**src/hdl/mem_defines.svh**
```systemverilog
`ifndef MEM_DEFINES_SVH
`define MEM_DEFINES_SVH

// Core bus widths
`define MEM_ADDR_W 32
`define MEM_DATA_W 32

// 4 KiB pages
`define MEM_PAGE_OFS_W 12

// Link bit comes up cleared
`define MEM_LLBIT_RST 1'b0

`endif

```
**src/hdl/mem_op_pkg.sv**
```systemverilog
`include "mem_defines.svh"

package mem_op_pkg;

    typedef logic [`MEM_DATA_W-1:0]                 word_t;
    typedef logic [`MEM_ADDR_W-1:0]                 addr_t;
    typedef logic [`MEM_DATA_W/8-1:0]               strb_t;
    typedef logic [4:0]                             reg_idx_t;
    typedef logic [`MEM_ADDR_W-`MEM_PAGE_OFS_W-1:0] ppn_t;

    typedef enum logic [3:0] {
        LD_B  = 4'd0,
        LD_BU = 4'd1,
        LD_H  = 4'd2,
        LD_HU = 4'd3,
        LD_W  = 4'd4,
        ST_B  = 4'd5,
        ST_H  = 4'd6,
        ST_W  = 4'd7,
        LL_W  = 4'd8,
        SC_W  = 4'd9
    } mem_op_e;

    typedef enum logic [1:0] {
        ACC_BYTE = 2'd0,
        ACC_HALF = 2'd1,
        ACC_WORD = 2'd2
    } acc_size_e;

endpackage

```
**src/hdl/mem_excp_pkg.sv**
```systemverilog
package mem_excp_pkg;

    // Privilege level, 0 is the most privileged
    typedef logic [1:0] plv_t;

    // TLB memory access type
    typedef logic [1:0] mat_t;

    typedef enum logic [3:0] {
        NONE = 4'd0,
        ADEM = 4'd1,
        ALE  = 4'd2,
        TLBR = 4'd3,
        PIL  = 4'd4,
        PIS  = 4'd5,
        PPI  = 4'd6,
        PME  = 4'd7
    } excp_e;

endpackage

```
**src/hdl/mem_op_decode.sv**
```systemverilog
module mem_op_decode
    import mem_op_pkg::*;
(
    input  mem_op_e   op_i,
    output acc_size_e size_o,
    output logic      signed_o,
    output logic      load_o,
    output logic      store_o,
    output logic      link_o,
    output logic      cond_o
);

    always_comb begin
        size_o   = ACC_WORD;
        signed_o = 1'b0;
        load_o   = 1'b0;
        store_o  = 1'b0;
        link_o   = 1'b0;
        cond_o   = 1'b0;
        case (op_i)
            LD_B, LD_BU: begin
                size_o   = ACC_BYTE;
                signed_o = (op_i == LD_B);
                load_o   = 1'b1;
            end
            LD_H, LD_HU: begin
                size_o   = ACC_HALF;
                signed_o = (op_i == LD_H);
                load_o   = 1'b1;
            end
            LD_W: load_o = 1'b1;
            ST_B: begin
                size_o  = ACC_BYTE;
                store_o = 1'b1;
            end
            ST_H: begin
                size_o  = ACC_HALF;
                store_o = 1'b1;
            end
            ST_W: store_o = 1'b1;
            // LL is a linked word load, SC a conditional word store
            LL_W: begin
                load_o = 1'b1;
                link_o = 1'b1;
            end
            SC_W: begin
                store_o = 1'b1;
                cond_o  = 1'b1;
            end
            default: ;
        endcase
    end

endmodule

```
**src/hdl/mem_access_check.sv**
```systemverilog
`include "mem_defines.svh"

module mem_access_check
    import mem_op_pkg::*;
    import mem_excp_pkg::*;
(
    input  addr_t     vaddr_i,
    input  acc_size_e size_i,
    input  logic      load_i,
    input  logic      store_i,
    input  logic      cond_i,
    input  logic      trans_en_i,
    input  plv_t      plv_i,
    input  logic      tlb_found_i,
    input  logic      tlb_v_i,
    input  logic      tlb_d_i,
    input  plv_t      tlb_plv_i,
    input  ppn_t      tlb_ppn_i,
    input  logic      llbit_i,
    output addr_t     paddr_o,
    output excp_e     excp_o,
    output logic      sc_fail_o
);

    logic access;
    logic misaligned;

    assign access = load_i | store_i;

    assign paddr_o = trans_en_i ? {tlb_ppn_i, vaddr_i[`MEM_PAGE_OFS_W-1:0]} : vaddr_i;

    always_comb begin
        case (size_i)
            ACC_HALF: misaligned = vaddr_i[0];
            ACC_WORD: misaligned = |vaddr_i[1:0];
            default:  misaligned = 1'b0;
        endcase
    end

    // First match wins
    always_comb begin
        excp_o = NONE;
        if (access) begin
            if (trans_en_i && plv_i == 2'd3 && vaddr_i[`MEM_ADDR_W-1]) begin
                excp_o = ADEM;
            end else if (misaligned) begin
                excp_o = ALE;
            end else if (trans_en_i && !tlb_found_i) begin
                excp_o = TLBR;
            end else if (trans_en_i && !tlb_v_i) begin
                excp_o = load_i ? PIL : PIS;
            end else if (trans_en_i && plv_i > tlb_plv_i) begin
                excp_o = PPI;
            end else if (trans_en_i && store_i && !tlb_d_i) begin
                excp_o = PME;
            end
        end
    end

    // SC without a live link never reaches the bus
    assign sc_fail_o = cond_i & ~llbit_i & (excp_o == NONE);

endmodule

```
**src/hdl/mem_bus_request.sv**
```systemverilog
`include "mem_defines.svh"

module mem_bus_request
    import mem_op_pkg::*;
(
    input  logic      clk,
    input  logic      rst,
    input  logic      start_i,
    input  logic      store_i,
    input  acc_size_e size_i,
    input  addr_t     paddr_i,
    input  word_t     wdata_i,
    output addr_t     awaddr_o,
    output logic      awvalid_o,
    input  logic      awready_i,
    output word_t     wdata_o,
    output strb_t     wstrb_o,
    output logic      wvalid_o,
    input  logic      wready_i,
    input  logic      bvalid_i,
    output logic      bready_o,
    output addr_t     araddr_o,
    output logic      arvalid_o,
    input  logic      arready_i,
    input  word_t     rdata_i,
    input  logic      rvalid_i,
    output logic      rready_o,
    output logic      done_o,
    output word_t     rdata_o
);

    typedef enum logic [2:0] {IDLE, WRITE, WRESP, READ, RRESP, DONE} state_e;

    state_e state;
    logic   aw_pend;
    logic   w_pend;
    addr_t  addr_q;
    strb_t  strb;
    word_t  lane_data;

    // Shift store data into the lane picked by the low address bits
    always_comb begin
        case (size_i)
            ACC_BYTE: begin
                strb      = strb_t'(4'b0001) << paddr_i[1:0];
                lane_data = word_t'(wdata_i[7:0]) << {paddr_i[1:0], 3'b000};
            end
            ACC_HALF: begin
                strb      = strb_t'(4'b0011) << paddr_i[1:0];
                lane_data = word_t'(wdata_i[15:0]) << {paddr_i[1:0], 3'b000};
            end
            default: begin
                strb      = '1;
                lane_data = wdata_i;
            end
        endcase
    end

    always_ff @(posedge clk) begin
        if (rst) begin
            state   <= IDLE;
            aw_pend <= 1'b0;
            w_pend  <= 1'b0;
        end else begin
            case (state)
                IDLE: begin
                    if (start_i && store_i) begin
                        state   <= WRITE;
                        aw_pend <= 1'b1;
                        w_pend  <= 1'b1;
                    end else if (start_i) begin
                        state <= READ;
                    end
                end
                // AW and W complete independently
                WRITE: begin
                    if (awready_i) begin
                        aw_pend <= 1'b0;
                    end
                    if (wready_i) begin
                        w_pend <= 1'b0;
                    end
                    if ((!aw_pend || awready_i) && (!w_pend || wready_i)) begin
                        state <= WRESP;
                    end
                end
                WRESP: state <= bvalid_i ? DONE : WRESP;
                READ: state <= arready_i ? RRESP : READ;
                RRESP: state <= rvalid_i ? DONE : RRESP;
                default: state <= IDLE;
            endcase
        end
    end

    always_ff @(posedge clk) begin
        if (state == IDLE && start_i) begin
            addr_q  <= {paddr_i[`MEM_ADDR_W-1:2], 2'b00};
            wdata_o <= lane_data;
            wstrb_o <= strb;
        end
        if (state == RRESP && rvalid_i) begin
            rdata_o <= rdata_i;
        end
    end

    assign awaddr_o  = addr_q;
    assign araddr_o  = addr_q;
    assign awvalid_o = aw_pend;
    assign wvalid_o  = w_pend;
    assign bready_o  = (state == WRESP);
    assign arvalid_o = (state == READ);
    assign rready_o  = (state == RRESP);
    assign done_o    = (state == DONE);

endmodule

```
**src/hdl/mem_stage_result.sv**
```systemverilog
`include "mem_defines.svh"

module mem_stage_result
    import mem_op_pkg::*;
    import mem_excp_pkg::*;
(
    input  logic      clk,
    input  logic      rst,
    input  logic      accept_i,
    input  logic      done_i,
    input  word_t     rdata_i,
    input  logic [1:0] paddr_lo_i,
    input  acc_size_e size_i,
    input  logic      signed_i,
    input  logic      load_i,
    input  logic      link_i,
    input  logic      cond_i,
    input  logic      sc_fail_i,
    input  excp_e     excp_i,
    input  addr_t     vaddr_i,
    input  reg_idx_t  rd_i,
    output logic      llbit_o,
    output logic      out_valid_o,
    output logic      rd_we_o,
    output reg_idx_t  rd_o,
    output word_t     rd_data_o,
    output excp_e     excp_o,
    output addr_t     badv_o,
    input  logic      out_ready_i
);

    logic  clean;
    logic  finish;
    word_t lane;
    word_t load_val;

    assign clean  = (excp_i == NONE);
    assign finish = done_i | (accept_i & (~clean | sc_fail_i));
    assign lane   = rdata_i >> {paddr_lo_i, 3'b000};

    always_comb begin
        case (size_i)
            ACC_BYTE: load_val = signed_i ? {{(`MEM_DATA_W-8){lane[7]}}, lane[7:0]}
                                          : {{(`MEM_DATA_W-8){1'b0}}, lane[7:0]};
            ACC_HALF: load_val = signed_i ? {{(`MEM_DATA_W-16){lane[15]}}, lane[15:0]}
                                          : {{(`MEM_DATA_W-16){1'b0}}, lane[15:0]};
            default:  load_val = lane;
        endcase
    end

    always_ff @(posedge clk) begin
        if (finish) begin
            rd_o   <= rd_i;
            excp_o <= excp_i;
            badv_o <= clean ? '0 : vaddr_i;
            if (!clean) begin
                rd_we_o   <= 1'b0;
                rd_data_o <= '0;
            end else if (cond_i) begin
                // SC reports 1 on success, 0 on failure
                rd_we_o   <= 1'b1;
                rd_data_o <= sc_fail_i ? '0 : word_t'(1);
            end else begin
                rd_we_o   <= load_i;
                rd_data_o <= load_i ? load_val : '0;
            end
        end
    end

    always_ff @(posedge clk) begin
        if (rst) begin
            out_valid_o <= 1'b0;
            llbit_o     <= `MEM_LLBIT_RST;
        end else begin
            if (finish) begin
                out_valid_o <= 1'b1;
            end else if (out_ready_i) begin
                out_valid_o <= 1'b0;
            end
            if (finish && clean && link_i) begin
                llbit_o <= 1'b1;
            end else if (finish && clean && cond_i) begin
                llbit_o <= 1'b0;
            end
        end
    end

endmodule

```
**src/hdl/mem_stage_top.sv**
```systemverilog
module mem_stage_top
    import mem_op_pkg::*;
    import mem_excp_pkg::*;
(
    input  logic     clk,
    input  logic     rst,
    input  logic     in_valid_i,
    output logic     in_ready_o,
    input  mem_op_e  op_i,
    input  addr_t    vaddr_i,
    input  word_t    wdata_i,
    input  reg_idx_t rd_i,
    input  logic     trans_en_i,
    input  plv_t     plv_i,
    input  logic     tlb_found_i,
    input  logic     tlb_v_i,
    input  logic     tlb_d_i,
    input  plv_t     tlb_plv_i,
    input  ppn_t     tlb_ppn_i,
    output addr_t    awaddr_o,
    output logic     awvalid_o,
    input  logic     awready_i,
    output word_t    wdata_o,
    output strb_t    wstrb_o,
    output logic     wvalid_o,
    input  logic     wready_i,
    input  logic     bvalid_i,
    output logic     bready_o,
    output addr_t    araddr_o,
    output logic     arvalid_o,
    input  logic     arready_i,
    input  word_t    rdata_i,
    input  logic     rvalid_i,
    output logic     rready_o,
    output logic     out_valid_o,
    input  logic     out_ready_i,
    output logic     rd_we_o,
    output reg_idx_t rd_o,
    output word_t    rd_data_o,
    output excp_e    excp_o,
    output addr_t    badv_o
);

    logic      busy;
    logic      fresh;
    logic      accept;
    logic      start;
    mem_op_e   op_q;
    addr_t     vaddr_q;
    word_t     wdata_q;
    reg_idx_t  rd_q;
    logic      trans_en_q;
    plv_t      plv_q;
    logic      tlb_found_q;
    logic      tlb_v_q;
    logic      tlb_d_q;
    plv_t      tlb_plv_q;
    ppn_t      tlb_ppn_q;
    acc_size_e size;
    logic      is_signed;
    logic      is_load;
    logic      is_store;
    logic      is_link;
    logic      is_cond;
    addr_t     paddr;
    excp_e     excp;
    logic      sc_fail;
    logic      llbit;
    logic      bus_done;
    word_t     bus_rdata;

    assign in_ready_o = ~busy;
    assign accept     = in_valid_i & in_ready_o;
    // Only a clean access goes out on the bus
    assign start      = fresh & (excp == NONE) & ~sc_fail;

    always_ff @(posedge clk) begin
        if (rst) begin
            busy  <= 1'b0;
            fresh <= 1'b0;
        end else begin
            fresh <= accept;
            if (accept) begin
                busy <= 1'b1;
            end else if (out_valid_o && out_ready_i) begin
                busy <= 1'b0;
            end
        end
    end

    always_ff @(posedge clk) begin
        if (accept) begin
            op_q        <= op_i;
            vaddr_q     <= vaddr_i;
            wdata_q     <= wdata_i;
            rd_q        <= rd_i;
            trans_en_q  <= trans_en_i;
            plv_q       <= plv_i;
            tlb_found_q <= tlb_found_i;
            tlb_v_q     <= tlb_v_i;
            tlb_d_q     <= tlb_d_i;
            tlb_plv_q   <= tlb_plv_i;
            tlb_ppn_q   <= tlb_ppn_i;
        end
    end

    mem_op_decode mem_op_decode_inst (
        .op_i(op_q), .size_o(size), .signed_o(is_signed), .load_o(is_load),
        .store_o(is_store), .link_o(is_link), .cond_o(is_cond)
    );

    mem_access_check mem_access_check_inst (
        .vaddr_i(vaddr_q), .size_i(size), .load_i(is_load), .store_i(is_store),
        .cond_i(is_cond), .trans_en_i(trans_en_q), .plv_i(plv_q),
        .tlb_found_i(tlb_found_q), .tlb_v_i(tlb_v_q), .tlb_d_i(tlb_d_q),
        .tlb_plv_i(tlb_plv_q), .tlb_ppn_i(tlb_ppn_q), .llbit_i(llbit),
        .paddr_o(paddr), .excp_o(excp), .sc_fail_o(sc_fail)
    );

    mem_bus_request mem_bus_request_inst (
        .clk, .rst, .start_i(start), .store_i(is_store), .size_i(size),
        .paddr_i(paddr), .wdata_i(wdata_q),
        .awaddr_o, .awvalid_o, .awready_i, .wdata_o, .wstrb_o, .wvalid_o, .wready_i,
        .bvalid_i, .bready_o, .araddr_o, .arvalid_o, .arready_i, .rdata_i, .rvalid_i,
        .rready_o, .done_o(bus_done), .rdata_o(bus_rdata)
    );

    mem_stage_result mem_stage_result_inst (
        .clk, .rst, .accept_i(fresh), .done_i(bus_done), .rdata_i(bus_rdata),
        .paddr_lo_i(paddr[1:0]), .size_i(size), .signed_i(is_signed),
        .load_i(is_load), .link_i(is_link), .cond_i(is_cond), .sc_fail_i(sc_fail),
        .excp_i(excp), .vaddr_i(vaddr_q), .rd_i(rd_q), .llbit_o(llbit),
        .out_valid_o, .rd_we_o, .rd_o, .rd_data_o, .excp_o, .badv_o, .out_ready_i
    );

endmodule

```
**config.mk**
```make
export PLATFORM = sky130hd
export DESIGN_NAME = mem_stage_top
export DESIGN_NICKNAME = d
export VERILOG_FILES = /design/src/hdl/mem_op_pkg.sv /design/src/hdl/mem_excp_pkg.sv /design/src/hdl/mem_op_decode.sv /design/src/hdl/mem_access_check.sv /design/src/hdl/mem_bus_request.sv /design/src/hdl/mem_stage_result.sv /design/src/hdl/mem_stage_top.sv
export VERILOG_INCLUDE_DIRS = /design/src /design/src/hdl
export SDC_FILE = /design/constraint.sdc
export NUM_CORES = 1
export LEC_CHECK = 0
export BUFFER_PORTS_ARGS = -buffer_cell sky130_fd_sc_hd__clkbuf_2
export CAP_MARGIN = 15
export CORE_UTILIZATION = 56
export CTS_BUF_LIST = sky130_fd_sc_hd__clkbuf_8 sky130_fd_sc_hd__clkbuf_16
export CTS_CLUSTER_DIAMETER = 150
export DETAILED_ROUTE_END_ITERATION = 12
export PLACE_DENSITY = 0.85
export SYNTH_ARGS = -nofsm -noshare
export SYNTH_HDL_FRONTEND = slang
export SYNTH_SLANG_ARGS = --single-unit
```
**constraint.sdc**
```tcl
create_clock -name clk -period 12.1 [get_ports clk]
set_clock_uncertainty 0.1 [all_clocks]
set_input_delay 0 -clock clk [delete_from_list [all_inputs] [get_ports clk]]
set_output_delay 0 -clock clk [all_outputs]
set_load 0.01 [all_outputs]
```
==> impl_metrics.yaml <==
synth:
  synth.distinct_cells: 54
  yosysWarnings: 0
  synth_top_family_by_area: "simple AND/OR/NAND/NOR gates"
  synth_mux_area_share_pct: 3.84
  async_flop_share_pct: 0
  synthSimpleGateAreaFrac_pct: 8.96
  ys_seq_area_share_pct: 74.9
  synth-seq-cells: 281
  synthXorXnorAreaFrac_pct: 0.0785
  synth_fa_ha_area_share_pct: 0.224
  syn-instance-count: 726
  netlist_area_um2: 11200
  synth-compound-area-share_pct: 7.72
  avgSynthCellArea_um2: 15.4
  ys.flop_type: "edfxtp_1"
  synth_edf_count: 272
floorplanning:
  rows: 51
  core_area_um2: 19500
  ioPinCount: 323
  die_h_um: 143
  initial_core_util_pct: 57.3
  dieWidth_um: 143
  die_area_um2: 20500
drt:
  first_pass_iters: 6
  vias: 8116
  wl_um: 32700
  ant_nets: 0
  vias_per_cell: 5.60
  drc: 0
  wl_per_cell_um: 22.6
  drt-initial-drc-count: 770
power_and_ir_drop:
  ir_worst_vdd_v: 0.000149
  p_per_area_nw_per_um2: 149
  power.total_mw: 2.26
  p_leak_nw: 5.97
setup_path:
  cp_data_required_time_ps: 12170
  critPathLaunchType: "register"
  critPathKind: "reg2reg"
  critPathSlowestCell: "a21oi_4"
  worstPathArrival_ps: 4070
  endpoint_kind: "register"
  critPathMaxFanout: 41
  crit_buf_inv: 1
  cpLargestDelayFamily: "compound AO/OA/AOI/OAI gates"
  reg2reg_slack_ps: 8100
  crit_chain: "ha_1 > nor2b_1 > o21ai_0 > nand2_1 > a2111o_4 > and3_4 > a21oi_4 > buf_4"
  max_stage_delay_ps: 850
timing:
  timing.final.crit_share_pct: 33.0
  max_freq_mhz: 250
  rsz0062_at_grt: "false"
  tightest_slew_ps: 1150
  final-setup-viol-count: 0
  slew_violations: 0
  period_minus_slack_ps: 4000
  finalHoldViolCount: 0
  slew-limit-headroom_pct: 23.5
  finalSetupTns_ps: 0
layout:
  final_common_cell: "clkbuf_2"
  area_delta_synth_final_pct: 35.6
  area.sequential_um2: 8350
  multi_input_area_um2: 2370
  fill_cells: 1020
  final_cell_mix: "clkbuf_2, edfxtp_1, dlygate4sd3_1"
  nets: 1304
  drive_gt1_share_pct: 35.2
clocking:
  cts_tree: "built"
  clock_latency_ps: 540
  clk_pin_slew_ps: 70
  cts_setup_buffers: 0
  cts.sinks: 281
  clockBufferDepth: 3
  cts-resized-gates: 0
  cts_root_buf: "clkbuf_16"
  cts.htree.levels: 1
  postCtsHoldBufs: 146
  cts_buffers: 29
placed_design:
  place_hpwl_um: 16800
  gp_congestion: 0.879
  port_buffers: 317
run_status:
  status: "finished clean"
global_routing:
  grt_pass1_vias: 8247
  grt_pass1_wl_um: 46800
  grt_max_degree: 74
  grt_overflow: 0
  grtUsageTotal_pct: 31.5
  antenna_found_initial: 2
job:
  cap_viol_max_count: 0
hold_path:
  hold_path.class: "in2reg"
final timing paths:
kind              cells after the start                          endpoint         from
setup / recovery                      8  mem_stage_result_inst.badv_o[23]     plv_q[1]
hold / removal                        2                       vaddr_q[16]  vaddr_i[16]
setup reg to reg                      8  mem_stage_result_inst.badv_o[23]     plv_q[1]
hold reg to reg                       0     mem_stage_result_inst.rd_o[1]      rd_q[1]
state kept, by name, indices dropped and copies added, names as in the netlist, 2 cells and up:
signal and flops:
mem_bus_request_inst.wstrb_o 4, rd_q 5, mem_stage_result_inst.rd_data_o 32, plv_q 2, tlb_plv_q 2, tlb_ppn_q 20, mem_bus_request_inst.wdata_o 32, mem_bus_request_inst.rdata_o 32
mem_stage_result_inst.badv_o 32, mem_bus_request_inst.araddr_o 30, mem_stage_result_inst.rd_o 5, mem_bus_request_inst.state 3, op_q 4, mem_stage_result_inst.excp_o 3, vaddr_q 32, wdata_q 32
routing by layer:
| metal | track usage (%) | vias to the layer above | routed length (um) |
|---|---|---|---|
| li1 | - | 3553 | - |
| met1 | 35.0 | 3850 | 11000 |
| met2 | 56.1 | 580 | 16900 |
| met3 | 4.76 | 133 | 2450 |
| met4 | 21.0 | 0 | 2310 |
| met5 | 0 | - | 0 |
worst reg2reg max path, delay by kind of cell, from the launching register on:
family                     cells  cell delay, ps
AOI/OAI and AO/OA              3            1650
adders and majority gates      1             320
and+or+nand+nor                3             490
buffers and inverters          1             660
DFF                            1             380
cell families (layout without fill, tap and decap cells):
group                      count (synthesis)  in the layout
xor gates and xnor gates                   1              1
buffers and inverters                     82            534
muxes                                     39             39
other                                      1              7
and+or+nand+nor                          195            195
AOI/OAI and AO/OA                        125            125
adders and majority gates                  2              2
DFF                                      281            281
through the flow:
stage          cells  utilization, %  setup WS, ps  cell area, um^2  hold slack, ps
5_1_grt         1449            77.7          7840            15100            68.6
6_report        1449            77.7          8100            15100            72.2
2_1_floorplan    730               -          6150            11200           -1.13
4_1_cts         1447            77.7          8140            15100            69.8
3_5_place_dp    1248            65.4          8150            12700            78.6
3_3_place_gp    1248            65.4          8260            12700            76.5
power breakdown:
group	total, mW	internal (mW)	switching [mW]
combinational	0.230	0.101	0.129
clock	0.873	0.496	0.377
sequential	1.15	1.13	0.0288
total	2.26	1.72	0.535
cell usage after synthesis, types with 10 or more instances:
| library cell | n | share of area, % |
|---|---|---|
| buf_4 | 38 | 2.6 |
| o21ai_0 | 33 | 1.5 |
| buf_2 | 10 | 0.45 |
| mux2_2 | 30 | 3.0 |
| nor2b_1 | 26 | 1.5 |
| inv_1 | 11 | 0.37 |
| nor2_1 | 38 | 1.3 |
| and2_1 | 34 | 1.9 |
| a21oi_1 | 33 | 1.5 |
| edfxtp_1 | 272 | 73 |
| clkbuf_1 | 18 | 0.61 |
| nand2_1 | 65 | 2.2 |
layout make-up:
cell class	count	share of cell area, %
Clock inverter	21	1.03
Inverter	11	0.273
Sequential cell	281	55.2
Antenna cell	2	0.0331
Multi-Input combinational cell	367	15.7
Timing Repair Buffer	470	20.5
Clock buffer	32	5.07
Tap cell	265	2.19
Note: power is estimated with default switching activity, not from simulation.
